[config.mk]
export PLATFORM = sky130hd
export DESIGN_NAME = root_sequencer
export DESIGN_NICKNAME = d
export VERILOG_FILES = /design/src/logic/ray_pkg.sv /design/src/logic/root_sequencer.sv /design/src/logic/div_unit.sv /design/src/logic/isqrt_unit.sv /design/src/logic/iter_counter.sv
export SDC_FILE = /design/constraint.sdc
export NUM_CORES = 1
export LEC_CHECK = 0
export BUFFER_PORTS_ARGS = -buffer_cell sky130_fd_sc_hd__buf_2
export CAP_MARGIN = 40
export CORE_AREA = 5 5 205 207
export CTS_CLUSTER_DIAMETER = 200
export DETAILED_ROUTE_END_ITERATION = 8
export DIE_AREA = 0 0 210 212
export PLACE_DENSITY = 0.71
export SYNTH_ARGS = -nofsm -noshare
export SYNTH_HDL_FRONTEND = slang
export SYNTH_HIERARCHICAL = 1
export SYNTH_SLANG_ARGS = --single-unit
[constraint.sdc]
create_clock -name aclk -period 9.42 [get_ports aclk]
set_clock_uncertainty 0.2 [all_clocks]
set_input_delay 1.884 -clock aclk [delete_from_list [all_inputs] [get_ports aclk]]
set_output_delay 1.884 -clock aclk [all_outputs]
set_load 0.02 [all_outputs]
[src/logic/ray_pkg.sv]
package ray_pkg;

  typedef logic signed [15:0] coord_t;  // Q8.8
  typedef logic signed [31:0] prod_t;   // Q16.16
  typedef logic signed [63:0] wide_t;   // Q32.32

  typedef struct packed {
    coord_t x;
    coord_t y;
    coord_t z;
  } vec3_t;

  typedef struct packed {
    vec3_t origin;
    vec3_t dir;
  } ray_t;

  typedef struct packed {
    vec3_t center;
    vec3_t axis;          // unit length, only read for cylinders
    logic  is_cylinder;
  } obj_t;

  typedef struct packed {
    prod_t a;
    prod_t h;             // half of the linear term
    wide_t disc;
  } coeff_t;

  typedef struct packed {
    logic   hit;
    coord_t t;
  } hit_t;

  localparam prod_t SPHERE_RAD_SQ = 32'sh0001_0000;  // 1.0
  localparam prod_t CYL_RAD_SQ    = 32'sh0000_7d70;  // 0.49 floored to Q16.16

  localparam int COEFF_STAGES = 4;
  localparam int SQRT_STEPS   = 32;  // two radicand bits per step
  localparam int DIV_STEPS    = 32;

  typedef enum logic [1:0] {
    IDLE,
    ROOT,
    DIVIDE,
    EMIT
  } seq_state_t;

endpackage
[src/logic/root_sequencer.sv]
`timescale 1ns/100ps

module root_sequencer import ray_pkg::*; (
  input  logic   aclk,
  input  logic   reset,
  input  logic   coeff_valid,
  input  coeff_t coeff,
  output logic   coeff_ready,
  output logic   res_valid,
  output hit_t   res,
  input  logic   res_ready
);

  seq_state_t state;
  prod_t      a_q;
  prod_t      h_q;
  hit_t       res_q;
  logic       take;
  logic       early_miss;
  logic       sqrt_start;
  logic       sqrt_step;
  logic       div_start;
  logic       div_step;
  logic       cnt_load;
  logic [5:0] cnt_value;
  logic       last;
  prod_t      root;
  wide_t      dividend;
  coord_t     quotient;

  assign take       = coeff_valid && state == IDLE;
  assign early_miss = coeff.disc < 0 || coeff.a <= 0;

  // each unit retires its first step on start, the rest while counting
  assign sqrt_start = take && !early_miss;
  assign sqrt_step  = state == ROOT && !last;
  assign div_start  = state == ROOT && last;
  assign div_step   = state == DIVIDE && !last;
  assign cnt_load   = sqrt_start || div_start;
  assign cnt_value  = div_start ? 6'(DIV_STEPS) : 6'(SQRT_STEPS);

  // nearer root, scaled by 2^8 so the quotient comes out in Q8.8
  assign dividend = (-wide_t'(h_q) - wide_t'(root)) <<< 8;

  iter_counter u_cnt (
    .aclk       (aclk),
    .reset      (reset),
    .load       (cnt_load),
    .load_value (cnt_value),
    .last       (last)
  );

  isqrt_unit u_sqrt (
    .aclk     (aclk),
    .reset    (reset),
    .start    (sqrt_start),
    .step     (sqrt_step),
    .radicand (coeff.disc),
    .root     (root)
  );

  div_unit u_div (
    .aclk     (aclk),
    .reset    (reset),
    .start    (div_start),
    .step     (div_step),
    .dividend (dividend),
    .divisor  (a_q),
    .quotient (quotient)
  );

  always_ff @(posedge aclk) begin
    if (reset) begin
      state <= IDLE;
    end else begin
      case (state)
        IDLE:    if (coeff_valid) state <= early_miss ? EMIT : ROOT;
        ROOT:    if (last) state <= DIVIDE;
        DIVIDE:  if (last) state <= EMIT;
        EMIT:    if (res_ready) state <= IDLE;
        default: state <= IDLE;
      endcase
    end
  end

  always_ff @(posedge aclk) begin
    if (take) begin
      a_q <= coeff.a;
      h_q <= coeff.h;
    end
    if (take && early_miss) begin
      res_q <= '0;
    end else if (state == DIVIDE && last) begin
      res_q.hit <= !quotient[15];
      res_q.t   <= quotient[15] ? '0 : quotient;  // behind the origin
    end
  end

  assign coeff_ready = state == IDLE;
  assign res_valid   = state == EMIT;
  assign res         = res_q;

  a_res_hold: assert property (@(posedge aclk) disable iff (reset)
    res_valid && !res_ready |=> res_valid && $stable(res));

  a_cnt_load: assert property (@(posedge aclk) disable iff (reset)
    cnt_load |=> state inside {ROOT, DIVIDE} && state != $past(state));

endmodule

[src/logic/div_unit.sv]
`timescale 1ns/100ps

module div_unit import ray_pkg::*; (
  input  logic   aclk,
  input  logic   reset,
  input  logic   start,
  input  logic   step,
  input  wide_t  dividend,
  input  prod_t  divisor,    // positive here, a > 0 is checked upstream
  output coord_t quotient
);

  logic        neg_q;
  logic [31:0] rem_q;
  logic [31:0] quo_q;        // low dividend bits shift out, quotient bits shift in
  logic [63:0] mag;
  logic [31:0] cur_rem;
  logic [31:0] cur_quo;
  logic [32:0] shifted;
  logic        fits;
  logic [31:0] floored;

  always_comb begin
    mag     = dividend[63] ? 64'(-dividend) : 64'(dividend);
    cur_rem = start ? mag[63:32] : rem_q;
    cur_quo = start ? mag[31:0] : quo_q;
    shifted = {cur_rem, cur_quo[31]};
    fits    = shifted >= {1'b0, divisor};
  end

  always_ff @(posedge aclk) begin
    if (reset) begin
      neg_q <= 1'b0;
      rem_q <= '0;
      quo_q <= '0;
    end else if (start || step) begin
      if (start) neg_q <= dividend[63];
      rem_q <= fits ? 32'(shifted - {1'b0, divisor}) : shifted[31:0];
      quo_q <= {cur_quo[30:0], fits};
    end
  end

  // magnitude quotient truncates, so a negative one with a remainder steps down once more
  assign floored  = neg_q ? -(quo_q + 32'(rem_q != '0)) : quo_q;
  assign quotient = floored[15:0];

endmodule

[src/logic/isqrt_unit.sv]
`timescale 1ns/100ps

module isqrt_unit import ray_pkg::*; (
  input  logic  aclk,
  input  logic  reset,
  input  logic  start,
  input  logic  step,
  input  wide_t radicand,
  output prod_t root
);

  wide_t       rad_q;     // radicand bits not yet retired, msb first
  logic [33:0] rem_q;
  logic [31:0] root_q;
  wide_t       cur_rad;
  logic [33:0] cur_rem;
  logic [31:0] cur_root;
  logic [35:0] trial_rem;
  logic [35:0] trial_sub;
  logic        fits;

  // start restarts from an empty remainder and takes the first bit pair at once
  always_comb begin
    cur_rad   = start ? radicand : rad_q;
    cur_rem   = start ? '0 : rem_q;
    cur_root  = start ? '0 : root_q;
    trial_rem = {cur_rem, cur_rad[63:62]};
    trial_sub = {2'b00, cur_root, 2'b01};  // 4*root + 1
    fits      = trial_rem >= trial_sub;
  end

  always_ff @(posedge aclk) begin
    if (start || step) rad_q <= cur_rad << 2;
  end

  always_ff @(posedge aclk) begin
    if (reset) begin
      rem_q  <= '0;
      root_q <= '0;
    end else if (start || step) begin
      rem_q  <= fits ? 34'(trial_rem - trial_sub) : trial_rem[33:0];
      root_q <= {cur_root[30:0], fits};
    end
  end

  // isqrt of a Q32.32 raw value is already Q16.16
  assign root = prod_t'(root_q);

endmodule

[src/logic/iter_counter.sv]
`timescale 1ns/100ps

module iter_counter (
  input  logic       aclk,
  input  logic       reset,
  input  logic       load,
  input  logic [5:0] load_value,
  output logic       last
);

  logic [5:0] count;

  always_ff @(posedge aclk) begin
    if (reset) begin
      count <= '0;
    end else if (load) begin
      count <= load_value;
    end else if (count != '0) begin
      count <= count - 6'd1;  // parks at zero
    end
  end

  assign last = count == 6'd1;

endmodule

Yosys cells after proc, flatten, opt, wreduce, memory -nomap -nowiden
Index checks and enable logic that the tools add are counted.

word-level totals
  bits in registers = 282
  bits in latches = 0
  bits in writable memories = 0
  memory bits (read-only) = 0
  input bits = 132
  memories = 0

cells by class
  add/subtract/negate cells = 8
  multiply operators = 0
  div/mod/pow operators = 0
  order comparisons = 4
  equality and inequality tests = 8
  shift-type cells = 0
  mux-type cells = 18
  bitwise gates (word level) = 0
  reductions and logical operators = 21

operator list
  operator             count
  $mux 32              4
  $mux 64              2
  $mux 34              2
  $lt 64x1->1 const B  1
  $neg 64->64          1
  $neg 32->56          1
  $sub 56x32->56       1
  $ge 36x34->1         1
  $sub 34x34->34       1
  $ge 33x32->1         1
  $le 32x1->1 const B  1
  $reduce_bool 32->1   1
  $sub 32x32->32       1
  $add 16x1->16        1
  $mux 16              1
  $neg 16->16          1
  $mux 15              1
  $mux 6               2
  $mux 2               5
  $pmux 2 s4           1
  $logic_and 1x1->1    7
  $eq 6x1->1 const B   1
  $ne 2x2->1 const B   3
  $reduce_bool 6->1    1
  11 further kinds     17

Logic depth before layout (Yosys ltp)
Gate-level depths: netlist (run 1).

  word-level depth = 7
  depth in mapped cells = 34

Hierarchy
Netlist (run 1), hierarchy kept.

by module, submodules not included
  module          instances  cells an instance  area an instance (um^2)
  isqrt_unit      1          795                7663.6
  div_unit        1          1050               7440.9
  root_sequencer  1          537                5305.1
  iter_counter    1          45                 389.1

Worst setup path before layout (run 1)
OpenSTA, ideal clock, no wires.

  path type = register to register
  from = reg h_q[1]
  to = reg u_div.rem_q[10]
  library setup time = 91 ps
  arrival = 6848 ps
  data required time = 9129 ps
  setup slack = 2281 ps
  cell stages (with the launch flop) = 35
  clock period less this slack = 7139 ps
  cells stage by stage = edfxtp_1 > ha_1 > inv_1 > ha_1 > inv_1 > fa_1 > nand2b_1 > a21oi_1 > o21ai_2 > a31oi_1 > or3b_4 > o221ai_4 > buf_6 > o21a_1 > or4_1 > or2_1 > or4_1 > clkbuf_1 > clkbuf_1 > o41ai_1 > xor2_1 > a21oi_1 > ha_1 > clkbuf_1 > a21oi_1 > o21a_1 > o211ai_1 > a31oi_1 > o311a_2 > and2_4 > buf_6 > clkbuf_1 > buf_2 > nand2_1 > a311oi_1

between the ends
  cells in the longest elaborated chain, start to end = 7

RTL lines
  what                      RTL line              source
  start: declaration        root_sequencer.sv:16  prod_t h_q;
  start signal: assignment  root_sequencer.sv:89  h_q <= coeff.h;
  $neg 32->56 (*)           root_sequencer.sv:43  assign dividend = (-wide_t'(h_q) - wide_t'(root)) <<< 8;
  $sub 56x32->56 (*)        root_sequencer.sv:43
  net dividend[45]          root_sequencer.sv:28  wide_t dividend;
  $neg 64->64               div_unit.sv:24        mag = dividend[63] ? 64'(-dividend) : 64'(dividend);
  $mux 64 (*)               div_unit.sv:24
  $mux 32 (*)               div_unit.sv:25        cur_rem = start ? mag[63:32] : rem_q;
  $ge 33x32->1 (*)          div_unit.sv:28        fits = shifted >= {1'b0, divisor};
  $mux 32 (*)               div_unit.sv:38        rem_q <= fits ? 32'(shifted - {1'b0, divisor}) : shifted[31:0];
  end signal: assignment    div_unit.sv:38
  end: declaration          div_unit.sv:14        logic [31:0] rem_q;

The timed path passes the listed nets; every way through them passes the cells marked *.
A chain may end at the register's enable or synchronous reset.

Worst setup path in the final report (run 1)
  from = reg u_sqrt.root_q[4], in the netlist u_sqrt/root[4]
  to = reg u_div.rem_q[30]

between the ends
  cells in the longest elaborated chain, start to end = 6

RTL lines
  what                                            RTL line                        source
  start: declaration                              isqrt_unit.sv:14                logic [31:0] root_q;
  start signal: assignment                        isqrt_unit.sv:42                root_q <= {cur_root[30:0], fits};
  $sub 56x32->56 (*)                              root_sequencer.sv:43
  net dividend[42]                                root_sequencer.sv:28
  $neg 64->64                                     div_unit.sv:24
  $mux 64 (*)                                     div_unit.sv:24
  $mux 32 (*)                                     div_unit.sv:25
  $sub 32x32->32 or $ge 33x32->1 (tied branches)  div_unit.sv:38, div_unit.sv:28
  $mux 32 (*)                                     div_unit.sv:38

Marked as above.

==> results of run 1 <==
power groups by stage:
stage	registers (mW)	logic [mW]	clock network (mW)
detailed placement	1.87	5.26	0
floorplan	1.82	4.19	0
global route	1.88	5.89	1.46
finish	1.85	5.37	1.37
CTS	1.85	5.30	1.41
global placement	1.86	5.15	0
stage by stage:
| step | instances | worst slack [ps] |
|---|---|---|
| 2_1_floorplan | 2469 | 2280 |
| 3_3_place_gp | 3026 | 1600 |
| 3_5_place_dp | 3034 | 1380 |
| 4_1_cts | 3101 | 1350 |
| 5_1_grt | 3102 | 622 |
| 6_report | 3102 | 1200 |
kinds of logic (layout without fill, tap and decap cells):
| logic type | Yosys count | in the layout | synth area share |
|---|---|---|---|
| adders and majority gates | 155 | 155 | 0.0940 |
| and+or+nand+nor | 803 | 803 | 0.186 |
| muxes | 89 | 89 | 0.0468 |
| AOI/OAI and AO/OA | 651 | 651 | 0.221 |
| buffers and inverters | 296 | 396 | 0.0572 |
| other | 2 | 45 | 0.000361 |
| DFF | 281 | 281 | 0.331 |
| xor gates and xnor gates | 150 | 150 | 0.0632 |
metal layers:
metal  vias up  global-route usage  wire [µm]
met3       110              0.0277       2690
li1       9017                   -          -
met4         0              0.0905       1940
met5         -                   0          0
met2       535               0.408      26500
met1      8539               0.315      24000
registers in the layout, indices dropped and copies added (netlist names), 16 cells and up:
register	flops
a_q	32
u_sqrt/root	32
u_sqrt/rad_q	62
u_div/rem_q	32
u_div/quo_q	32
res	16
h_q	32
u_sqrt/rem_q	34
cell type report:
type                       count  area, µm²  share of cell area
clock inverter                20        191             0.00825
timing repair buffer         172        986              0.0425
clock buffer                  47        983              0.0424
inverter                     157        592              0.0255
antenna                        1       2.50            0.000108
tap                          532        666              0.0287
multi-input combinational   1892      12900               0.556
sequential                   281       6890               0.297
how the worst min path moves through the flow:
| stage | depth (start not counted) | from | endpoint | slack, ps |
|---|---|---|---|---|
| 2_1_floorplan | 2 | u_sqrt/rem_q[13] | u_sqrt/rem_q[13] | 240 |
| 3_3_place_gp | 2 | u_div/rem_q[2] | u_div/rem_q[2] | 260 |
| 3_5_place_dp | 2 | u_div/rem_q[2] | u_div/rem_q[2] | 270 |
| 4_1_cts | 2 | u_div/rem_q[2] | u_div/rem_q[2] | 280 |
| 5_1_grt | 2 | u_div/rem_q[2] | u_div/rem_q[2] | 300 |
| 6_report | 2 | u_div/rem_q[2] | u_div/rem_q[2] | 280 |
Yosys cell counts (27+ instances only):
| master | instances | share of area |
|---|---|---|
| o21ai_0 | 77 | 0.019 |
| xor2_1 | 88 | 0.037 |
| a21oi_1 | 162 | 0.039 |
| nor2_1 | 257 | 0.046 |
| dfxtp_1 | 155 | 0.15 |
| nand3_1 | 37 | 0.0089 |
| ha_1 | 153 | 0.092 |
| a21o_1 | 30 | 0.011 |
| nor2b_1 | 58 | 0.017 |
| clkbuf_1 | 100 | 0.018 |
| nand2_1 | 210 | 0.038 |
| o21a_1 | 27 | 0.0097 |
| nand4_1 | 29 | 0.0087 |
| inv_1 | 154 | 0.028 |
| xnor2_1 | 62 | 0.026 |
| mux2_2 | 65 | 0.035 |
| o31ai_1 | 29 | 0.010 |
| edfxtp_1 | 126 | 0.18 |
| a211oi_1 | 74 | 0.027 |
| nor3_1 | 48 | 0.012 |
| a31oi_1 | 46 | 0.014 |
worst reg2reg max path: stages (launching register included):
cell       delay (ps)
dfxtp_1           520
inv_1              90
ha_1              290
ha_1              350
o21a_1            180
a21oi_1           100
o211ai_1          330
and3_1            260
o21ai_1            70
a21oi_1           720
o21ai_1           280
or4_1             470
or2_1             260
or4_1             680
o41ai_1           490
xor2_1            250
a21oi_1           150
ha_1              440
a21oi_1           100
o21ai_0           260
a21oi_1           160
o311a_2           450
nand2_2           490
nor3_1            110
a2111oi_0         390
==> metrics.txt, run 1 <==
sequential fraction of the synthesis area 0.331; number of global-route vias before repair 17,500; sw power between 4 and 5 mW; Crit path depth 24; PortBufs 149; Hold Vio Cnt, Final 0; share of cells above drive strength 1 0.142; Fill cells 3,616; Hold Buf Count CTS 0; CP delay by family, top compound AO/OA/AOI/OAI gates; Crit path required time roughly 9600 ps; Cell Chain, Critical Path inv_1 -> ha_1 -> ha_1 -> o21a_1 -> a21oi_1 -> o211ai_1 -> and3_1 -> o21ai_1 -> a21oi_1 -> o21ai_1 -> or4_1 -> or2_1 -> or4_1 -> o41ai_1 -> xor2_1 -> a21oi_1 -> ha_1 -> a21oi_1 -> o21ai_0 -> a21oi_1 -> o311a_2 -> nand2_2 -> nor3_1 -> a2111oi_0; Clock Pin Slew Worst Setup and Hold Paths 50 ps; most frequent cells in the layout nor2_1 (256), nand2_1 (210), a21oi_1 (162); largest net degree at the start of global routing 74; die area between 40,000 and 50,000 µm²; sequential share of power 0.215; internal power 4.55 mW; I/O pins 151; Slew Viols, Final 0; Comb power frac 0.625; ANT nets after route 0; slowest stage delay, CP 720 ps; CP dominant cell by count a21oi_1; dpl cell area 22,000 µm²; die width 210 µm; fin util 0.578; Bufs on Longest Clock Path 3; Pwr per Cell Area 370 nW/µm²; Area growth, synth to finish 11.6%; initial antenna violation count 1; wire length per cell 17.8 µm; Vias 18,200; Setup-failing EPs final 0; post-DP HPWL roughly 41 mm; Post-synth EDFFs 126; worst skew pair latency 550 ps; clk sinks ~280; unrepaired setup endpoints after global routing no; sw frac 0.471; Post-Syn Instances 2,427; grt ovf 0; Num CTS Buffers 37; slew margin rel. 0.378; Peak Freq 122 MHz; status completed; CP Class flop to flop; commonest non-fill, non-tap cell in the layout nor2_1; Final #Nets 2,828; R2R setup slack 1200 ps; Core Region 40,200 µm²; first-pass GRT wire length 88.7 mm; row count 74; Fin Hold WS approximately 280 ps; worst r2r path cells 24; post_cts resized 0; Starting Density 0.518; reg2reg start u_sqrt/root[4]; DR iter-0 viols roughly 1,500; worst min path class flop to flop; Tmin final 8220 ps; Startpoint Class flop; crit-path max FO 27; Finished Cell Area 23,200 µm²; CP startpoint u_sqrt/root[4]; synth warn 6; Critical Path Sink u_div/rem_q[30]; Die Y between 200 and 250 µm; total of max-cap violations 0; Arrival @ worst endpoint 8440 ps; number of synthesized register bits 281; RR Endpoint u_div/rem_q[30]; CTS tree built; setup_tns 0 ps; GRT Overall Usage 0.240; Crit-path slowest cell a21oi_1; Clock Power Share 0.160; setup repair bufs after CTS 0; Final period util 0.872; Buf+Inv Stages, Crit Path 1; Leak Pwr 9.29 nW; DRC 0; Synth Cell Area 20,800 µm²; endpoint class of the critical path flop; Pwr Total 8.60 mW; drt pass-1 iters 5; post-synth cell types 101; asr flop ratio synth 0; GPL Wtd Cong 0.966; Avg Inst Size Synth 8.57 µm²; Peak VDD IR approximately 0.28 mV; via-per-instance ratio just under 6; Post-synth top flop dfxtp_1; Post-Route WL 55.1 mm; Clock Root Buffer clkbuf_16; Slew @ Worst Pin 933 ps; # H-tree levels 2
Note: power is estimated with default switching activity, not from simulation.
==> run 2, diff against run 1 <==
--- a/config.mk
+++ b/config.mk
@@ -7,11 +7,13 @@
 export LEC_CHECK = 0
 export BUFFER_PORTS_ARGS = -buffer_cell sky130_fd_sc_hd__buf_2
 export CAP_MARGIN = 40
-export CORE_AREA = 5 5 205 207
+export CELL_PAD_IN_SITES_DETAIL_PLACEMENT = 1
+export CELL_PAD_IN_SITES_GLOBAL_PLACEMENT = 1
+export CORE_AREA = 5 5 217 219
 export CTS_CLUSTER_DIAMETER = 200
 export DETAILED_ROUTE_END_ITERATION = 8
-export DIE_AREA = 0 0 210 212
-export PLACE_DENSITY = 0.71
+export DIE_AREA = 0 0 222 224
+export PLACE_DENSITY_LB_ADDON = 0.1
 export SYNTH_ARGS = -nofsm -noshare
 export SYNTH_HDL_FRONTEND = slang
 export SYNTH_HIERARCHICAL = 1
==> metrics.txt, run 2 (synthesized netlist as in run 1, its figures left out) <==
commonest non-fill, non-tap cell in the layout nor2_1; Startpoint Class flop; slowest stage delay, CP 710 ps; worst min path class flop to flop; Post-Route WL 64.6 mm; post_cts resized 0; Peak VDD IR 0.343 mV; GRT Overall Usage 0.251; Slew Viols, Final 0; CTS tree built; Slew @ Worst Pin about 880 ps; Area growth, synth to finish 12.1%; Vias 18,300; ANT nets after route 0; Final period util 0.895; Core Region 44,900 µm²; via-per-instance ratio 5.79; row count 78; crit-path max FO 27; Crit-path slowest cell a21oi_1; CP delay by family, top compound AO/OA/AOI/OAI gates; reg2reg start u_sqrt/root[4]; post-DP HPWL 48.8 mm; Starting Density 0.463; Clock Power Share 0.164; Num CTS Buffers 36; clk sinks ~280; number of global-route vias before repair ~19,000; initial antenna violation count 1; status completed; most flop-heavy register u_sqrt/rad_q; first-pass GRT wire length 103 mm; Hold Crit Start u_div/rem_q[2]; drt pass-1 iters 5; Tmin final 8430 ps; die width 222 µm; sequential share of power 0.211; Setup-failing EPs final 0; most frequent cells in the layout nor2_1 (256), nand2_1 (210), a21oi_1 (162); GPL Wtd Cong 0.908; Arrival @ worst endpoint 8660 ps; Bufs on Longest Clock Path 3; worst skew pair latency around 560 ps; setup repair bufs after CTS 0; setup_tns 0 ps; Final #Nets 2,826; DR iter-0 viols 1,065; Setup WS post-layout 990 ps; largest net degree at the start of global routing 70; Buf+Inv Stages, Crit Path 1; R2R setup slack a little under 1000 ps; I/O pins 151; Hold Vio Cnt, Final 0; internal power 4.59 mW; Largest register FFs 62; sw power 4.25 mW; Leak Pwr 9.30 nW; endpoint class of the critical path flop; grt ovf 0; share of cells above drive strength 1 0.141; total of max-cap violations 0; DRC 0; # H-tree levels 2; wire length per cell 20.4 µm; CP dominant cell by count a21oi_1; sw frac 0.480; dpl ws 1100 ps; Comb power frac 0.625; Peak Freq 119 MHz; Cell Chain, Critical Path inv_1 -> ha_1 -> ha_1 -> o21a_1 -> a21oi_1 -> o211ai_1 -> and3_1 -> o21ai_1 -> a21oi_1 -> o21ai_1 -> or4_1 -> or2_1 -> or4_1 -> o41ai_1 -> xor2_1 -> a21oi_1 -> ha_1 -> nand2_1 -> nor2_1 -> a21oi_1 -> o311a_2 -> nand2_2 -> nor3_1 -> a2111oi_0; Fin Hold WS 281 ps; PortBufs approximately 150; Top Registers u_sqrt/rad_q x62, u_sqrt/rem_q x34; Hold Buf Count CTS 0; Clock Root Buffer clkbuf_16; die area 49,700 µm²; Clock Pin Slew Worst Setup and Hold Paths 60 ps; CP startpoint u_sqrt/root[4]; Crit path required time 9650 ps; Pwr per Cell Area between 300 and 400 nW/µm²; CP Class flop to flop; Die Y 224 µm; slew margin rel. 0.412; unrepaired setup endpoints after global routing no
run 2: cell types whose count changed in the layout (fill, tap and decap cells not counted), sizes merged:
cell      previous run  this run
clkbuf              47        43
inv                158       157
bufinv               3         6
clkinv              13        14
clkinvlp             3         2
buf                172       171
run 2: worst reg2reg max path, stage by stage (launching register included):
cell       delay [ps]
dfxtp_1           540
inv_1              90
ha_1              290
ha_1              350
o21a_1            190
a21oi_1           110
o211ai_1          370
and3_1            240
o21ai_1            80
a21oi_1           710
o21ai_1           280
or4_1             470
or2_1             250
or4_1             690
o41ai_1           510
xor2_1            250
a21oi_1           180
ha_1              500
nand2_1           180
nor2_1            230
a21oi_1           160
o311a_2           460
nand2_2           490
nor3_1             90
a2111oi_0         400
run 2: area by class of cell:
type | instances | area (µm²)
Antenna cell | 1 | 2.50
Clock buffer | 43 | 927
Clock inverter | 22 | 288
Fill cell | 5290 | 21600
Inverter | 157 | 592
Multi-Input combinational cell | 1892 | 12900
Sequential cell | 281 | 6890
Tap cell | 600 | 751
Timing Repair Buffer | 171 | 953
run 2: metrics by stage:
stage                     instance area (µm²)  total power [mW]  utilization  std cells
after global placement                  22000              7.15        0.490       3095
after floorplan                         21000              6.02            -       2469
after detailed placement                22100              7.32        0.492       3101
after global routing                    23300              9.49        0.519       3167
final                                   23300              8.84        0.519       3167
after CTS                               23300              8.85        0.519       3166
run 2: worst paths after layout:
kind                          end  depth (start not counted)
hold / removal     u_div/rem_q[2]                          2
hold reg to reg    u_div/rem_q[2]                          2
setup reg to reg  u_div/rem_q[27]                         24
setup / recovery  u_div/rem_q[27]                         24
run 2: power by group through the flow:
stage	registers [mW]	logic, mW	clock network, mW
after global routing	1.90	6.05	1.55
after floorplan	1.82	4.19	0
final	1.86	5.52	1.45
after detailed placement	1.88	5.44	0
after CTS	1.86	5.50	1.49
after global placement	1.87	5.29	0
run 2: routing by layer:
metal  GRT usage  wire length (µm)  vias to the layer above
met2       0.456             32800                      261
met4      0.0728              1620                        0
met3      0.0277              1760                       77
li1            -                 -                     9028
met5           0                 0                        -
met1       0.317             28400                     8980
